**config.mk**
```make
export PLATFORM = sky130hd
export DESIGN_NAME = cosTop
export DESIGN_NICKNAME = d
export VERILOG_FILES = /design/src/logic/cosPkg.sv /design/src/logic/cosReset.sv /design/src/logic/uartRx.sv /design/src/logic/uartTx.sv /design/src/logic/uartControl.sv /design/src/logic/statusRegs.sv /design/src/logic/cosTop.sv
export SDC_FILE = /design/constraint.sdc
export NUM_CORES = 1
export LEC_CHECK = 0
export BUFFER_PORTS_ARGS = -buffer_cell sky130_fd_sc_hd__buf_2
export CORE_MARGIN = 2
export CORE_UTILIZATION = 50
export CTS_CLUSTER_SIZE = 40
export DETAILED_ROUTE_END_ITERATION = 8
export PLACE_DENSITY = 0.65
export SYNTH_ARGS = -nofsm -noshare
export SYNTH_HDL_FRONTEND = slang
export SYNTH_SLANG_ARGS = --single-unit
```
**constraint.sdc**
```tcl
create_clock -name clockTop -period 9.29 [get_ports clockTop]
set_clock_uncertainty 0.15 [all_clocks]
set_input_delay 1.3935 -clock clockTop [delete_from_list [all_inputs] [get_ports clockTop]]
set_output_delay 1.3935 -clock clockTop [all_outputs]
set_load 0.1 [all_outputs]
```
**src/logic/cosPkg.sv**
```systemverilog
// Shared clock, baud, reset, register-address and command constants
`default_nettype none

package cosPkg;

  // Clocking and serial rate
  localparam int ClockTopHz = 50_000_000;
  localparam int UartBaud = 5_000_000;
  localparam int BitCycles = ClockTopHz / UartBaud;

  // Stretched reset covers at least one bit time
  localparam int ResetCycles = BitCycles + 50;

  // Wishbone geometry
  localparam int RegAdrWidth = 2;
  localparam int RegDataWidth = 32;

  // Register map
  localparam logic [RegAdrWidth-1:0] AdrChipId = 2'd0;
  localparam logic [RegAdrWidth-1:0] AdrUptime = 2'd1;
  localparam logic [RegAdrWidth-1:0] AdrScratch = 2'd2;
  localparam logic [RegAdrWidth-1:0] AdrControl = 2'd3;

  localparam logic [RegDataWidth-1:0] CosChipId = 32'h0C05_0001;

  // Command bytes
  localparam logic [7:0] CmdRead = "r";
  localparam logic [7:0] CmdWrite = "w";
  localparam logic [7:0] CmdReset = "!";

  // Response bytes
  localparam logic [7:0] RespOk = "k";
  localparam logic [7:0] RespBad = "?";

  localparam int LedCount = 3;

endpackage

`default_nettype wire

```
**src/logic/cosReset.sv**
```systemverilog
// Reset combiner with release synchronizer and stretch counter
`timescale 1ns/1ps
`default_nettype none

module cosReset
  import cosPkg::*;
(
  input  logic clockTop,
  input  logic arstN,
  input  logic softReset,
  output logic resetN
);

  typedef logic [$clog2(ResetCycles + 1)-1:0] holdT;

  logic [1:0] syncQ;
  holdT       holdCount;

  // Pin reset asserts at once, release goes through two flops
  always_ff @(posedge clockTop or negedge arstN) begin
    if (!arstN) begin
      syncQ <= 2'b00;
      holdCount <= holdT'(ResetCycles);
      resetN <= 1'b0;
    end else begin
      syncQ <= {syncQ[0], 1'b1};
      if (softReset || !syncQ[1]) begin
        // Either source restarts the stretch
        holdCount <= holdT'(ResetCycles);
        resetN <= 1'b0;
      end else if (holdCount != '0) begin
        holdCount <= holdCount - 1'b1;
        resetN <= 1'b0;
      end else begin
        resetN <= 1'b1;
      end
    end
  end

endmodule

`default_nettype wire

```
**src/logic/uartRx.sv**
```systemverilog
// Serial receiver, 8N1, one byte per valid pulse
`timescale 1ns/1ps
`default_nettype none

module uartRx
  import cosPkg::*;
(
  input  logic       clockTop,
  input  logic       arstN,
  input  logic       rxLine,
  output logic [7:0] rxData,
  output logic       rxValid
);

  typedef logic [$clog2(BitCycles)-1:0] timerT;
  typedef enum logic [1:0] {RxIdle, RxStart, RxData, RxStop} rxStateT;

  rxStateT    state;
  logic [1:0] rxSync;
  timerT      bitTimer;
  logic [2:0] bitIndex;

  always_ff @(posedge clockTop or negedge arstN) begin
    if (!arstN) begin
      rxSync <= 2'b11;
      state <= RxIdle;
      bitTimer <= '0;
      bitIndex <= '0;
      rxValid <= 1'b0;
    end else begin
      rxSync <= {rxSync[0], rxLine};
      rxValid <= 1'b0;
      if (state != RxIdle && bitTimer != '0) begin
        bitTimer <= bitTimer - 1'b1;
      end else begin
        case (state)
          RxIdle: begin
            // Start edge, wait half a bit to reach its middle
            if (!rxSync[1]) begin
              state <= RxStart;
              bitTimer <= timerT'(BitCycles / 2 - 1);
            end
          end
          RxStart: begin
            bitTimer <= timerT'(BitCycles - 1);
            bitIndex <= '0;
            // A glitch that is gone by mid-bit is not a start bit
            state <= rxSync[1] ? RxIdle : RxData;
          end
          RxData: begin
            bitTimer <= timerT'(BitCycles - 1);
            bitIndex <= bitIndex + 1'b1;
            if (bitIndex == 3'd7) begin
              state <= RxStop;
            end
          end
          default: begin
            // Bad stop bit drops the byte
            rxValid <= rxSync[1];
            state <= RxIdle;
          end
        endcase
      end
    end
  end

  // LSB first into the top of the byte
  always_ff @(posedge clockTop) begin
    if (state == RxData && bitTimer == '0) begin
      rxData <= {rxSync[1], rxData[7:1]};
    end
  end

endmodule

`default_nettype wire

```
**src/logic/uartTx.sv**
```systemverilog
// Serial transmitter, 8N1, with busy flag
`timescale 1ns/1ps
`default_nettype none

module uartTx
  import cosPkg::*;
(
  input  logic       clockTop,
  input  logic       arstN,
  input  logic [7:0] txData,
  input  logic       txStart,
  output logic       txLine,
  output logic       txBusy
);

  typedef logic [$clog2(BitCycles)-1:0] timerT;

  logic [9:0] frame;
  timerT      bitTimer;
  logic [3:0] bitsLeft;

  always_ff @(posedge clockTop or negedge arstN) begin
    if (!arstN) begin
      frame <= '1;
      bitTimer <= '0;
      bitsLeft <= '0;
      txBusy <= 1'b0;
    end else if (!txBusy) begin
      if (txStart) begin
        // Stop bit, data LSB first, start bit
        frame <= {1'b1, txData, 1'b0};
        bitTimer <= timerT'(BitCycles - 1);
        bitsLeft <= 4'd9;
        txBusy <= 1'b1;
      end
    end else if (bitTimer != '0) begin
      bitTimer <= bitTimer - 1'b1;
    end else if (bitsLeft == '0) begin
      // End of stop bit
      txBusy <= 1'b0;
    end else begin
      frame <= {1'b1, frame[9:1]};
      bitTimer <= timerT'(BitCycles - 1);
      bitsLeft <= bitsLeft - 1'b1;
    end
  end

  // Frame idles at all ones, so the line idles high
  assign txLine = frame[0];

endmodule

`default_nettype wire

```
**src/logic/uartControl.sv**
```systemverilog
// Serial command parser acting as Wishbone master, with reply sequencer
`timescale 1ns/1ps
`default_nettype none

module uartControl
  import cosPkg::*;
(
  input  logic                    clockTop,
  input  logic                    arstN,
  input  logic [7:0]              rxData,
  input  logic                    rxValid,
  output logic [7:0]              txData,
  output logic                    txStart,
  input  logic                    txBusy,
  output logic                    softReset,
  output logic                    wbCyc,
  output logic                    wbStb,
  output logic                    wbWe,
  output logic [RegAdrWidth-1:0]  wbAdr,
  output logic [RegDataWidth-1:0] wbDatW,
  input  logic [RegDataWidth-1:0] wbDatR,
  input  logic                    wbAck
);

  typedef enum logic [2:0] {CtlIdle, CtlAddr, CtlData, CtlBus, CtlReply} ctlStateT;

  ctlStateT                state;
  logic [1:0]              byteCount;
  logic [1:0]              bytesLeft;
  logic [RegDataWidth-1:0] replyReg;
  logic                    sendByte;

  // Next reply byte goes out once the transmitter is free
  assign sendByte = (state == CtlReply) && !txBusy && !txStart;

  always_ff @(posedge clockTop or negedge arstN) begin
    if (!arstN) begin
      state <= CtlIdle;
      byteCount <= '0;
      bytesLeft <= '0;
      txStart <= 1'b0;
      softReset <= 1'b0;
      wbCyc <= 1'b0;
      wbStb <= 1'b0;
      wbWe <= 1'b0;
    end else begin
      txStart <= 1'b0;
      softReset <= 1'b0;
      case (state)
        CtlIdle: begin
          if (rxValid) begin
            if (rxData == CmdRead || rxData == CmdWrite) begin
              wbWe <= (rxData == CmdWrite);
              state <= CtlAddr;
            end else if (rxData == CmdReset) begin
              softReset <= 1'b1;
            end else begin
              // Unknown command, single RespBad byte
              bytesLeft <= '0;
              state <= CtlReply;
            end
          end
        end
        CtlAddr: begin
          if (rxValid) begin
            byteCount <= 2'd3;
            if (wbWe) begin
              state <= CtlData;
            end else begin
              wbCyc <= 1'b1;
              wbStb <= 1'b1;
              state <= CtlBus;
            end
          end
        end
        CtlData: begin
          if (rxValid) begin
            byteCount <= byteCount - 1'b1;
            if (byteCount == '0) begin
              wbCyc <= 1'b1;
              wbStb <= 1'b1;
              state <= CtlBus;
            end
          end
        end
        CtlBus: begin
          if (wbAck) begin
            wbCyc <= 1'b0;
            wbStb <= 1'b0;
            // Read returns four bytes, write only RespOk
            bytesLeft <= wbWe ? 2'd0 : 2'd3;
            state <= CtlReply;
          end
        end
        default: begin
          if (sendByte) begin
            txStart <= 1'b1;
            bytesLeft <= bytesLeft - 1'b1;
            if (bytesLeft == '0) begin
              state <= CtlIdle;
            end
          end
        end
      endcase
    end
  end

  // Address, write data and reply bytes
  always_ff @(posedge clockTop) begin
    if (state == CtlIdle && rxValid) begin
      replyReg <= {RespBad, {(RegDataWidth - 8){1'b0}}};
    end
    if (state == CtlAddr && rxValid) begin
      wbAdr <= rxData[RegAdrWidth-1:0];
    end
    if (state == CtlData && rxValid) begin
      wbDatW <= {wbDatW[RegDataWidth-9:0], rxData};
    end
    if (state == CtlBus && wbAck) begin
      replyReg <= wbWe ? {RespOk, {(RegDataWidth - 8){1'b0}}} : wbDatR;
    end
    if (sendByte) begin
      txData <= replyReg[RegDataWidth-1 -: 8];
      replyReg <= replyReg << 8;
    end
  end

endmodule

`default_nettype wire

```
**src/logic/statusRegs.sv**
```systemverilog
// Wishbone register block with chip id, uptime, scratch, control and LED drive
`timescale 1ns/1ps
`default_nettype none

module statusRegs
  import cosPkg::*;
(
  input  logic                    clockTop,
  input  logic                    arstN,
  input  logic                    wbCyc,
  input  logic                    wbStb,
  input  logic                    wbWe,
  input  logic [RegAdrWidth-1:0]  wbAdr,
  input  logic [RegDataWidth-1:0] wbDatW,
  output logic [RegDataWidth-1:0] wbDatR,
  output logic                    wbAck,
  output logic [LedCount-1:0]     ledOut
);

  logic [RegDataWidth-1:0] uptime;
  logic [RegDataWidth-1:0] scratch;
  logic [RegDataWidth-1:0] control;
  logic                    access;

  // First cycle of a request, ack follows on the next one
  assign access = wbCyc && wbStb && !wbAck;

  always_ff @(posedge clockTop or negedge arstN) begin
    if (!arstN) begin
      uptime <= '0;
      scratch <= '0;
      control <= '0;
      wbAck <= 1'b0;
      ledOut <= '0;
    end else begin
      uptime <= uptime + 1'b1;
      wbAck <= access;
      // Chip id and uptime are read only
      if (access && wbWe) begin
        case (wbAdr)
          AdrScratch: scratch <= wbDatW;
          AdrControl: control <= wbDatW;
          default: ;
        endcase
      end
      // Blink bit forces every LED on
      ledOut <= uptime[24 -: LedCount] | {LedCount{control[0]}};
    end
  end

  // Read data lines up with the ack cycle
  always_ff @(posedge clockTop) begin
    if (access) begin
      case (wbAdr)
        AdrChipId: wbDatR <= CosChipId;
        AdrUptime: wbDatR <= uptime;
        AdrScratch: wbDatR <= scratch;
        default: wbDatR <= control;
      endcase
    end
  end

endmodule

`default_nettype wire

```
**src/logic/cosTop.sv**
```systemverilog
// Chip top level with reset, serial port, command parser and register block
`timescale 1ns/1ps
`default_nettype none

module cosTop
  import cosPkg::*;
(
  input  logic                clockTop,
  input  logic                arstN,
  input  logic                uartRx,
  output logic                uartTx,
  output logic [LedCount-1:0] ledOut
);

  logic                    resetN;
  logic                    softReset;
  logic [7:0]              rxData;
  logic                    rxValid;
  logic [7:0]              txData;
  logic                    txStart;
  logic                    txBusy;
  logic                    wbCyc;
  logic                    wbStb;
  logic                    wbWe;
  logic [RegAdrWidth-1:0]  wbAdr;
  logic [RegDataWidth-1:0] wbDatW;
  logic [RegDataWidth-1:0] wbDatR;
  logic                    wbAck;

  // Pin reset and soft reset merge here, everything else runs on resetN
  cosReset uReset (
    .clockTop(clockTop), .arstN(arstN), .softReset(softReset), .resetN(resetN)
  );

  uartRx uRx (
    .clockTop(clockTop), .arstN(resetN), .rxLine(uartRx),
    .rxData(rxData), .rxValid(rxValid)
  );

  uartTx uTx (
    .clockTop(clockTop), .arstN(resetN), .txData(txData), .txStart(txStart),
    .txLine(uartTx), .txBusy(txBusy)
  );

  uartControl uControl (
    .clockTop(clockTop), .arstN(resetN),
    .rxData(rxData), .rxValid(rxValid),
    .txData(txData), .txStart(txStart), .txBusy(txBusy),
    .softReset(softReset),
    .wbCyc(wbCyc), .wbStb(wbStb), .wbWe(wbWe), .wbAdr(wbAdr),
    .wbDatW(wbDatW), .wbDatR(wbDatR), .wbAck(wbAck)
  );

  // Wishbone slave side
  statusRegs uRegs (
    .clockTop(clockTop), .arstN(resetN),
    .wbCyc(wbCyc), .wbStb(wbStb), .wbWe(wbWe), .wbAdr(wbAdr),
    .wbDatW(wbDatW), .wbDatR(wbDatR), .wbAck(wbAck),
    .ledOut(ledOut)
  );

endmodule

`default_nettype wire

```
# After elaboration in Yosys (flattened, before gate mapping)
# Index checks and enable logic that the tools add are counted.
[op_classes]
mul = 0
bitwise = 3
reduce_logical = 54
n_eq_ne = 28
shifts = 0
magnitude_cmp = 0
addsub = 8
div = 0
mux = 67
[ops]
columns = ["op", "n"]
rows = [
  ["32-bit two-way mux", 4],
  ["32-bit one-hot mux with 3 select lines", 1],
  ["10-bit two-way mux", 4],
  ["4-bit two-way mux", 9],
  ["32-bit by 1-bit adder with 32-bit output, second input constant", 1],
  ["3-bit two-way mux", 9],
  ["2-bit two-way mux", 11],
  ["1-bit two-way mux", 20],
  ["2-bit != test, second input constant", 9],
  ["8-bit by 7-bit == test with 1-bit output, second input constant", 2],
  ["6-bit two-way mux", 2],
  ["2-bit one-hot mux with 3 select lines", 2],
  ["3-bit one-hot mux with 4 select lines", 1],
  ["3-bit AND reduction", 4],
  ["6-bit AND reduction", 2],
  ["2-bit nonzero test", 6],
  ["3-bit nonzero test", 4],
  ["4-bit by 1-bit subtractor with 4-bit output, second input constant", 3],
  ["1-bit logical AND", 10],
  ["2-bit AND reduction", 5],
  ["5-bit nonzero test", 2],
  ["8-bit by 6-bit == test with 1-bit output, second input constant", 1],
  ["2-bit logical NOT", 4],
  ["4-bit logical NOT", 2],
  ["other kinds (26)", 42],
]
[word_totals]
word_cells = 191
ff_bits = 265
inputBits = 3
latchBits = 0
ram_bits = 0
mem_bits_ro = 0
mem_count = 0
out_inout_bits = 4

# Depth between registers and ports, before layout
# Gate-level depths: netlist of run 1.
[depth]
ltp_word = 5
mapped_depth = 7

# Cells and area by module
# A second synthesis of run 1 with hierarchy kept.
[hier_totals]
cells_unflattened = 801
hier_area_um2 = 11243.3
[by_module_without_submodules]
columns = ["module", "n_inst", "cells_each", "seq_area_each_um2", "area_each_um2"]
rows = [
  ["statusRegs", 1, 382, 3463.3, 5666.7],
  ["uartControl", 1, 204, 2417.3, 3196.8],
  ["uartTx", 1, 106, 461.7, 1017.2],
  ["uartRx", 1, 71, 543.0, 945.9],
  ["cosReset", 1, 38, 230.2, 416.6],
]

# Worst setup path after synthesis of run 1
# OpenSTA, ideal clock, no wires.
[synth_timing]
kind = "register -> register"
from = "reg uRegs.wbAck"
to = "reg uRegs.scratch[10]"
t_arrival_ps = 2928
path_stages_with_launch = 6
t_required_ps = 9015
setup_time_ps = 125
n_path_buf = 1
path_slack_ps = 6087
path_cell_list = "dfrtp_1 -> nor2b_1 -> nand3_1 -> nor2_1 -> buf_4 -> mux2_2"
[synth_between]
elab_chain_cells = 4
[synth_lines]
columns = ["item", "line_no", "rtl"]
rows = [
  ["from (decl)", "statusRegs.sv:16", "output logic wbAck,"],
  ["from (signal assigned)", "statusRegs.sv:37", "wbAck <= access;"],
  ["1-bit logical NOT", "statusRegs.sv:26", "assign access = wbCyc && wbStb && !wbAck;"],
  ["1-bit logical AND", "statusRegs.sv:26", ""],
  ["named net uRegs.access", "statusRegs.sv:23", "logic access;"],
  ["1-bit logical AND", "statusRegs.sv:39", "if (access && wbWe) begin"],
  ["2-bit AND reduction (no line)", "--", ""],
  ["to (signal assigned)", "statusRegs.sv:41", "AdrScratch: scratch <= wbDatW;"],
  ["to (decl)", "statusRegs.sv:21", "logic [RegDataWidth-1:0] scratch;"],
]
# The timed path passes the listed nets, and every way through them passes these cells.
# A chain may end at the register's enable or synchronous reset.

# Worst setup path after layout of run 1
[layout_timing]
from = "reg uTx.frame[0]"
to = "out uartTx"
[layout_lines]
columns = ["item", "line_no", "rtl"]
rows = [
  ["from (decl)", "uartTx.sv:18", "logic [9:0] frame;"],
  ["from (signal assigned)", "uartTx.sv:31", "frame <= {1'b1, txData, 1'b0};"],
  ["from (signal assigned)", "uartTx.sv:42", "frame <= {1'b1, frame[9:1]};"],
  ["to (decl)", "cosTop.sv:11", "output logic uartTx,"],
]
# No word-level cell between the ends.

==> results.cfg, run 1 <==
[cells_and_area]
multi_input_area_sq_um = 3640
fillerInstances = 1744
layout_commonest_cell = dfrtp_1
syn2layout_area_growth_pct = 10.9
ff_latch_area_sq_um = 7120
drive_above_1_share_pct = 22.7
diodes = 0
num-nets-final = 817
final_cell_mix = 134 x dfrtp_1, 106 x edfxtp_1, 93 x mux2_2, 53 x a22o_1, 36 x nand2_1

[worst_setup_path]
arrival_ns = 1.47
critPathLaunchType = register
end_kind = output port
r2r-start = uTx.txBusy$_DFF_PN0_
cp_max_fo = 2
timing.rr.end = uControl.replyReg[27]$_DFFE_PP_
crit_required_ns = 7.75
r2r_setup_slack_ns = 6.39
cp.depth = 1
cpPeakStageDelay_ns = 0.52
reg2regPathDepth = 5
path_delay_family = flip-flops
cp_slowest_cell = dfstp_2
critPathKind = register to output port
path_cells = buf_2
cp_num_buf_inv = 1

[die]
die_h_um = 153
die_area_sq_um = 23300
die_w_um = 153
start_util_pct = 50.7
core_area_sq_um = 21800
io_pins = 7
rows = 54

[route]
vias = 6264
drc = 0
routed_wl_um = 21300
wl_per_cell_um = 19.4
postRouteAntennaNets = 0
firstDrtPassIters = 5
via_per_inst = 5.69
first_iter_violations = 406

[synth]
synth_ff_type = dfrtp_1
synthTopCellsByArea = dfrtp_1 31%, edfxtp_1 29%, mux2_2 9.5%, a22o_1 4.2%, dfstp_2 3.6%
synth.ff_latch_count = 264
synth_top_area_share_pct = 30.6
syn-num-nets = 807
yosysWarnings = 0
ys_types = 64
synth_edf_count = 106
syn_area_sq_um = 11000
synthArstFlopShare_pct = 56.8
avgSynthCellArea_sq_um = 14.0
synthCells = 788
yosysSeqAreaShare_pct = 64.5
synth_top_cell_by_area = dfrtp_1

[clock_network]
clock_path_buffers = 3
clock_latency_ns = 0.53
ctsResizeCount = 0
hold_buffers = 0
numCtsBuffers = 28
post_cts_buffers = 0
root_buffer = clkbuf_16
cts.sinks = 264
h-tree-depth = 1
cts_tree = built
clk_pin_slew_worst_paths_ns = 0.06

[power_and_ir_drop]
power_switching_mw = 0.913
switching_share_pct = 27.1
power.leakage_nw = 5.12
internal_power_mw = 2.46
power_frac_comb_pct = 18.8
p_seq_share_pct = 48.6
clkPwrFrac_pct = 32.6
power.density_nw_per_um2 = 275
ir_worst_vdd_v = 0.000132

[global_routing]
grt_max_degree = 82
antenna_found_initial = 0
grt_pass1_wl_um = 35200
grt.total_usage_pct = 18.6
first_global_vias = 6583
overflow = 0

[sta]
setup_viol = 0
max_slew_margin_pct = 33.0
setup_tns_ns = 0
fin_crit_ns = 3.02
rsz0062_at_grt = no
post-route-period-util_pct = 32.5
whs_ns = 0.198
finalHoldViolations = 0
slew_violations = 0
worstMarginPinSlew_ns = 1.00
max_freq_mhz = 331

[place]
port_buffers = 6
place.gp.congestion = 0.835
hpwl_um = 13900

[status]
status = finished clean

[min_path]
min_path_cells = 0
holdCritPathClass = register to register
holdPathEnd = uReset.syncQ[1]$_DFF_PN0_
min_from = uReset.syncQ[0]$_DFF_PN0_

[job]
max_cap_violations = 0
[power groups by stage]
stage | Combinational (mW) | Sequential [mW] | Clock (mW)
6_report | 0.636 | 1.64 | 1.10
5_1_grt | 0.706 | 1.67 | 1.17
4_1_cts | 0.645 | 1.64 | 1.13
3_5_place_dp | 0.642 | 1.66 | 0
3_3_place_gp | 0.605 | 1.64 | 0
2_1_floorplan | 0.483 | 1.65 | 0
[worst max path at each step]
stage	from	to	slack, ns
finish	uTx.frame[0]$_DFFE_PN1P_	uartTx	6.27
floorplan	uReset.resetN$_DFF_PN0_	uControl.byteCount[0]$_DFFE_PN0P_	4.88
detailed placement	uTx.txBusy$_DFF_PN0_	uControl.replyReg[23]$_DFFE_PP_	6.37
global placement	uTx.txBusy$_DFF_PN0_	uControl.replyReg[23]$_DFFE_PP_	6.52
global route	uTx.txBusy$_DFF_PN0_	uControl.replyReg[28]$_DFFE_PP_	6.08
CTS	uTx.frame[0]$_DFFE_PN1P_	uartTx	6.25
[cells in the mapped netlist (all sizes together) (6+ instances only)]
cell,number
dfrtp,135
edfxtp,106
mux2,95
a22o,53
nand2,36
inv,32
xnor2,29
nor2,28
buf,24
nand3,23
o21ai,23
a21oi,19
ha,16
mux2i,16
nor3,16
dfstp,15
nand4,13
clkbuf,11
dfxtp,8
nand2b,8
and3,7
xor2,7
nor2b,6
[through the flow]
stage	cell area (sq um)	power [mW]	util [%]	worst slack [ns]	cells
after floorplan	11000	2.14	-	4.88	788
after global placement	11300	2.25	52.1	6.52	1048
after detailed placement	11300	2.30	52.1	6.37	1048
after CTS	12200	3.41	56.3	6.25	1100
after global routing	12200	3.55	56.3	6.08	1100
final	12200	3.37	56.3	6.27	1100
[kinds of logic after synthesis]
kind of cell	count (synthesis)	synth area share [%]
XOR/XNOR	36	2.86
multiplexers	111	11.1
other	1	0.0340
AO/OA/AOI/OAI	127	8.63
AND/OR/NAND/NOR	166	8.34
adder cells (fa/ha/maj)	16	1.81
flip-flops	264	64.5
buffers and inverters	67	2.72
[routing by layer]
metal	GRT usage [%]	wire [um]	vias to the layer above
met5	0	0	-
met4	4.06	297	0
met3	2.47	651	24
met2	31.7	10600	96
met1	25.8	9800	3221
li1	-	-	2923
[flip-flops by register name, summed over array words and instances (netlist names), 3 cells and up]
| signal | cells |
|---|---|
| uControl.replyReg | 32 |
| uControl.state | 3 |
| uControl.txData | 8 |
| uControl.wbDatW | 32 |
| uRegs.control | 32 |
| uRegs.ledOut | 3 |
| uRegs.scratch | 32 |
| uRegs.uptime | 32 |
| uRegs.wbDatR | 32 |
| uReset.holdCount | 6 |
| uRx.bitIndex | 3 |
| uRx.bitTimer | 4 |
| uRx.rxData | 8 |
| uTx.bitTimer | 4 |
| uTx.bitsLeft | 4 |
| uTx.frame | 9 |
[area by class of cell]
| cell class | count | share of cell area [%] |
|---|---|---|
| inverter | 32 | 0.981 |
| clock buffer | 37 | 6.16 |
| sequential | 264 | 58.1 |
| clock inverter | 15 | 1.35 |
| timing repair buffer | 15 | 0.797 |
| tap | 280 | 2.86 |
| multi-input combinational | 457 | 29.7 |
Power figures use the tool's default switching activity.
==> inputs of run 2 (changes only) <==
==> constraint.sdc (replaced) <==
create_clock -name clockTop -period 3.16 [get_ports clockTop]
set_clock_uncertainty 0.15 [all_clocks]
set_input_delay 0.474 -clock clockTop [delete_from_list [all_inputs] [get_ports clockTop]]
set_output_delay 0.474 -clock clockTop [all_outputs]
set_load 0.1 [all_outputs]
==> results.cfg, run 2 (same netlist as run 1, synthesis figures left out) <==
[status]
status = finished clean

[power_and_ir_drop]
power.leakage_nw = 5.23
ir_worst_vdd_v = 0.000475
total_power_mw = 10.2
power.density_nw_per_um2 = 823

[sta]
whs_ns = 0.188
setup_tns_ns = 0
slew_violations = 0
max_slew_margin_pct = 40.0
setup_viol = 0
max_freq_mhz = 376
fin_crit_ns = 2.66
post-route-period-util_pct = 84.2
rsz0062_at_grt = no
worstMarginPinSlew_ns = 0.901
finalHoldViolations = 0

[place]
dp_cells = 1059
port_buffers = 6
place.gp.congestion = 0.855
hpwl_um = 14600
postPlaceCellArea_sq_um = 11400

[die]
io_pins = 7
core_area_sq_um = 21800
die_w_um = 153
die_h_um = 153
die_area_sq_um = 23300
start_util_pct = 50.7
rows = 54

[clock_network]
post_cts_buffers = 0
numCtsBuffers = 28
clock_path_buffers = 3
h-tree-depth = 1
clock_latency_ns = 0.53
clk_pin_slew_worst_paths_ns = 0.05
cts.sinks = 264
cts_tree = built
root_buffer = clkbuf_16

[global_routing]
antenna_found_initial = 0
overflow = 0
first_global_vias = 6663
grt.total_usage_pct = 19.0
grt_pass1_wl_um = 35700
grt_max_degree = 65

[worst_setup_path]
timing.rr.end = uControl.replyReg[24]$_DFFE_PP_
critPathKind = register to register
r2r-start = uControl.state[2]$_DFFE_PN0P_
crit_required_ns = 3.16
end_kind = register
r2r_setup_slack_ns = 0.50
cp_max_fo = 24
critPathLaunchType = register
arrival_ns = 2.66
reg2regPathDepth = 5

[route]
via_per_inst = 5.67
first_iter_violations = 349
postRouteAntennaNets = 0
drc = 0
firstDrtPassIters = 6
wl_per_cell_um = 19.5
vias = 6308
routed_wl_um = 21700

[cells_and_area]
syn2layout_area_growth_pct = 12.6
fin_area_sq_um = 12400
final_cells = 1113
drive_above_1_share_pct = 24.0
final_cell_mix = 134 x dfrtp_1, 106 x edfxtp_1, 93 x mux2_2, 53 x a22o_1, 36 x nand2_1
layout_commonest_cell = dfrtp_1
num-nets-final = 830
diodes = 0

[job]
max_cap_violations = 0

[min_path]
holdCritPathClass = input port to async pin
## run 2: cell count changes in the layout (fill, tap and decap cells not counted), moves of 2 or more
cell	delta
dlygate4sd3_1	+2
clkbuf_1	-2
bufinv_16	+3
buf_4	+11
## run 2: metal layers
layer	global-route usage [%]	part of all wire (%)
met1	26.2	45
met5	0	0
met3	2.65	3.2
met2	32.4	50
met4	3.88	1.7
## run 2: through the flow
stage                     util (%)  setup WS (ns)
final                         57.2          0.499
after floorplan                  -          0.613
after global placement        52.4          0.663
after global routing          57.2          0.309
after detailed placement      52.4          0.533
after CTS                     57.2          0.508
## run 2: cell type report
cell class	count	area, sq um
fill	1669	9320
sequential	264	7120
multi-input combinational	457	3640
clock buffer	37	786
tap	280	350
clock inverter	15	223
timing repair buffer	28	200
inverter	32	120
## run 2: repair_timing
item                       in CTS  in global routing
resized for setup               0                  0
hold endpoints to repair       10                  0
setup endpoints to repair       0                  0
hold buffers                    2                  0
## run 2: critical path, cell delays in order (launching register included)
cell and delay, ns:
dfrtp_1 0.57, nand2b_1 0.29, nor3_1 0.39, nor3_2 0.07, buf_4 0.18, inv_1 0.62
## run 2: worst max path at each step
stage	startpoint	slack, ns	end	depth (start not counted)
6_report	uControl.state[2]$_DFFE_PN0P_	0.50	uControl.replyReg[24]$_DFFE_PP_	5
5_1_grt	uControl.state[2]$_DFFE_PN0P_	0.31	uControl.replyReg[26]$_DFFE_PP_	5
4_1_cts	uControl.state[2]$_DFFE_PN0P_	0.51	uControl.replyReg[29]$_DFFE_PP_	5
3_3_place_gp	uControl.state[1]$_DFFE_PN0P_	0.66	uControl.replyReg[31]$_DFFE_PP_	6
2_1_floorplan	uRegs.wbAck$_DFF_PN0_	0.61	uRegs.scratch[10]$_DFFE_PN0P_	5
3_5_place_dp	uControl.state[2]$_DFFE_PN0P_	0.53	uControl.replyReg[27]$_DFFE_PP_	5
## run 2: report_power, final
group | internal, mW | switching, mW | leakage (nW) | total (mW)
Combinational | 0.918 | 0.976 | 1.76 | 1.89
Clock | 2.23 | 1.29 | 0.492 | 3.51
Sequential | 4.40 | 0.426 | 2.97 | 4.82
Total | 7.54 | 2.69 | 5.23 | 10.2
==> inputs of run 3 (changes only) <==
--- a/config.mk
+++ b/config.mk
@@ -5,6 +5,7 @@
 export SDC_FILE = /design/constraint.sdc
 export NUM_CORES = 1
 export LEC_CHECK = 0
+export ABC_AREA = 1
 export BUFFER_PORTS_ARGS = -buffer_cell sky130_fd_sc_hd__buf_2
 export CORE_MARGIN = 2
 export CORE_UTILIZATION = 50
==> constraint.sdc (replaced) <==
create_clock -name clockTop -period 2.7 [get_ports clockTop]
set_clock_uncertainty 0.15 [all_clocks]
set_input_delay 0.405 -clock clockTop [delete_from_list [all_inputs] [get_ports clockTop]]
set_output_delay 0.405 -clock clockTop [all_outputs]
set_load 0.1 [all_outputs]
==> results.cfg, run 3 <==
[clock_network]
h-tree-depth = 1
numCtsBuffers = 28
cts_tree = built
clock_path_buffers = 3
clk_pin_slew_worst_paths_ns = 0.06
ctsResizeCount = 0
clock_latency_ns = 0.54
cts.sinks = 264
hold_buffers = 2
root_buffer = clkbuf_16
post_cts_buffers = 0

[cells_and_area]
layout_commonest_cell = nand2_1
syn2layout_area_growth_pct = 12.3
final_cells = 1438
postLayoutCoreUtil_pct = 57.5
ff_latch_area_sq_um = 7120
fin_area_sq_um = 12600
fillerInstances = 1893
diodes = 0
final_cell_mix = 248 x nand2_1, 184 x inv_1, 134 x dfrtp_1, 106 x edfxtp_1, 99 x o21ai_0
num-nets-final = 1155
multi_input_area_sq_um = 3270
drive_above_1_share_pct = 8.81

[synth]
yosysMostFrequentCell = nand2_1
synth_ff_type = dfrtp_1
synth_top_area_share_pct = 30.1
ys_types = 39
yosysSeqAreaShare_pct = 63.5
synth_edf_count = 106
avgSynthCellArea_sq_um = 10.1
synthTopCellsByArea = dfrtp_1 30%, edfxtp_1 28%, nand2_1 8.3%, inv_1 6.2%, o21ai_0 4.4%
synthCells = 1111
yosysWarnings = 0
synth_common_cells = 248 x nand2_1, 184 x inv_1, 135 x dfrtp_1
syn_area_sq_um = 11200
syn-num-nets = 1130
synth_top_cell_by_area = dfrtp_1
synth.ff_latch_count = 264
synthArstFlopShare_pct = 56.8

[route]
postRouteAntennaNets = 0
routed_wl_um = 22300
via_per_inst = 5.13
vias = 7378
wl_per_cell_um = 15.5
firstDrtPassIters = 5
drc = 0
first_iter_violations = 592

[worst_setup_path]
reg2regPathDepth = 9
cp_num_buf_inv = 1
r2r_setup_slack_ns = 0.68
cp-endpoint = uartTx
end_kind = output port
critPathLaunchType = register
path_delay_family = flip-flops
r2r-start = uTx.bitTimer[0]$_DFFE_PN0P_
timing.rr.end = uTx.frame[0]$_DFFE_PN1P_
cp_slowest_cell = dfstp_2
cpPeakStageDelay_ns = 0.53
critPathKind = register to output port
path_cells = buf_2
cp-startpoint = uTx.frame[0]$_DFFE_PN1P_
cp.depth = 1
cp_max_fo = 2
crit_required_ns = 2.14
arrival_ns = 1.47

[global_routing]
antenna_found_initial = 0
overflow = 0
grt.total_usage_pct = 19.5
first_global_vias = 7185
grt_max_degree = 46
grt_pass1_wl_um = 37500

[place]
hpwl_um = 15300
postPlaceCellArea_sq_um = 11600
dp_cells = 1384
port_buffers = 6
place.gp.congestion = 0.888

[min_path]
holdCritPathClass = input port to async pin

[sta]
slew_violations = 0
finalHoldViolations = 0
setup_tns_ns = 0
worstMarginPinSlew_ns = 0.665
max_slew_margin_pct = 55.5
rsz0062_at_grt = no
post-route-period-util_pct = 75.1
setup_viol = 0
fin_crit_ns = 2.03
max_freq_mhz = 493

[job]
max_cap_violations = 0

[power_and_ir_drop]
ir_worst_vdd_v = 0.000455
power.density_nw_per_um2 = 779
power.leakage_nw = 5.31

[die]
die_w_um = 154
die_area_sq_um = 23600
die_h_um = 154
core_area_sq_um = 21900
io_pins = 7
start_util_pct = 51.2
rows = 54

[status]
status = finished clean
run 3: cell types whose count changed after synthesis, moves of 23 or more:
cell,delta
nor2_1,+52
mux2_2,-92
nand2_1,+212
o21ai_0,+77
inv_1,+152
a22o_1,-53
nand3_1,+23
o221ai_1,+31
run 3: worst min-delay path by stage:
stage	start	to	slack (ns)	depth (start not counted)
6_report	arstN	uReset.syncQ[0]$_DFF_PN0_	0.09	2
5_1_grt	arstN	uReset.syncQ[0]$_DFF_PN0_	0.12	2
4_1_cts	arstN	uReset.syncQ[0]$_DFF_PN0_	0.08	2
3_5_place_dp	arstN	uReset.holdCount[1]$_DFFE_PN0N_	0.12	1
3_3_place_gp	arstN	uReset.holdCount[1]$_DFFE_PN0N_	0.12	1
2_1_floorplan	arstN	uReset.holdCount[0]$_DFFE_PN0N_	-0.04	0
run 3: cell type report:
type	instances	share of cell area (%)
sequential	264	56.6
multi-input combinational	631	26.0
clock buffer	42	6.48
inverter	186	5.55
tap	280	2.78
timing repair buffer	25	1.61
clock inverter	10	0.984
run 3: logic make-up after synthesis:
| logic type | Yosys count | synth area share, % |
|---|---|---|
| DFF | 264 | 63.5 |
| muxes | 1 | 0.100 |
| buffers and inverters | 216 | 7.52 |
| adders and majority gates | 16 | 1.79 |
| AOI/OAI and AO/OA | 183 | 10.3 |
| xor gates and xnor gates | 26 | 2.03 |
| other | 1 | 0.0335 |
| and+or+nand+nor | 404 | 14.7 |
run 3: report_power, final:
group          switching [mW]  internal (mW)  total, mW
registers               0.187           4.65       4.83
logic                   0.738          0.411       1.15
clock network            1.53           2.29       3.82
total                    2.45           7.35       9.80
run 3: stage by stage:
stage | worst slack [ns] | hold WS (ns) | total power, mW
6_report | 0.672 | 0.0906 | 9.80
4_1_cts | 0.647 | 0.0775 | 9.91
3_5_place_dp | 0.702 | 0.117 | 6.07
3_3_place_gp | 0.728 | 0.117 | 6.03
5_1_grt | 0.404 | 0.121 | 10.3
2_1_floorplan | 0.00267 | -0.0406 | 5.80
run 3: routing by layer:
layer	track usage (%)	wire (um)	up-vias
met5	0	0	-
met4	4.76	476	0
met3	2.59	893	33
met2	30.4	9960	150
met1	29.5	11000	3500
li1	-	-	3695
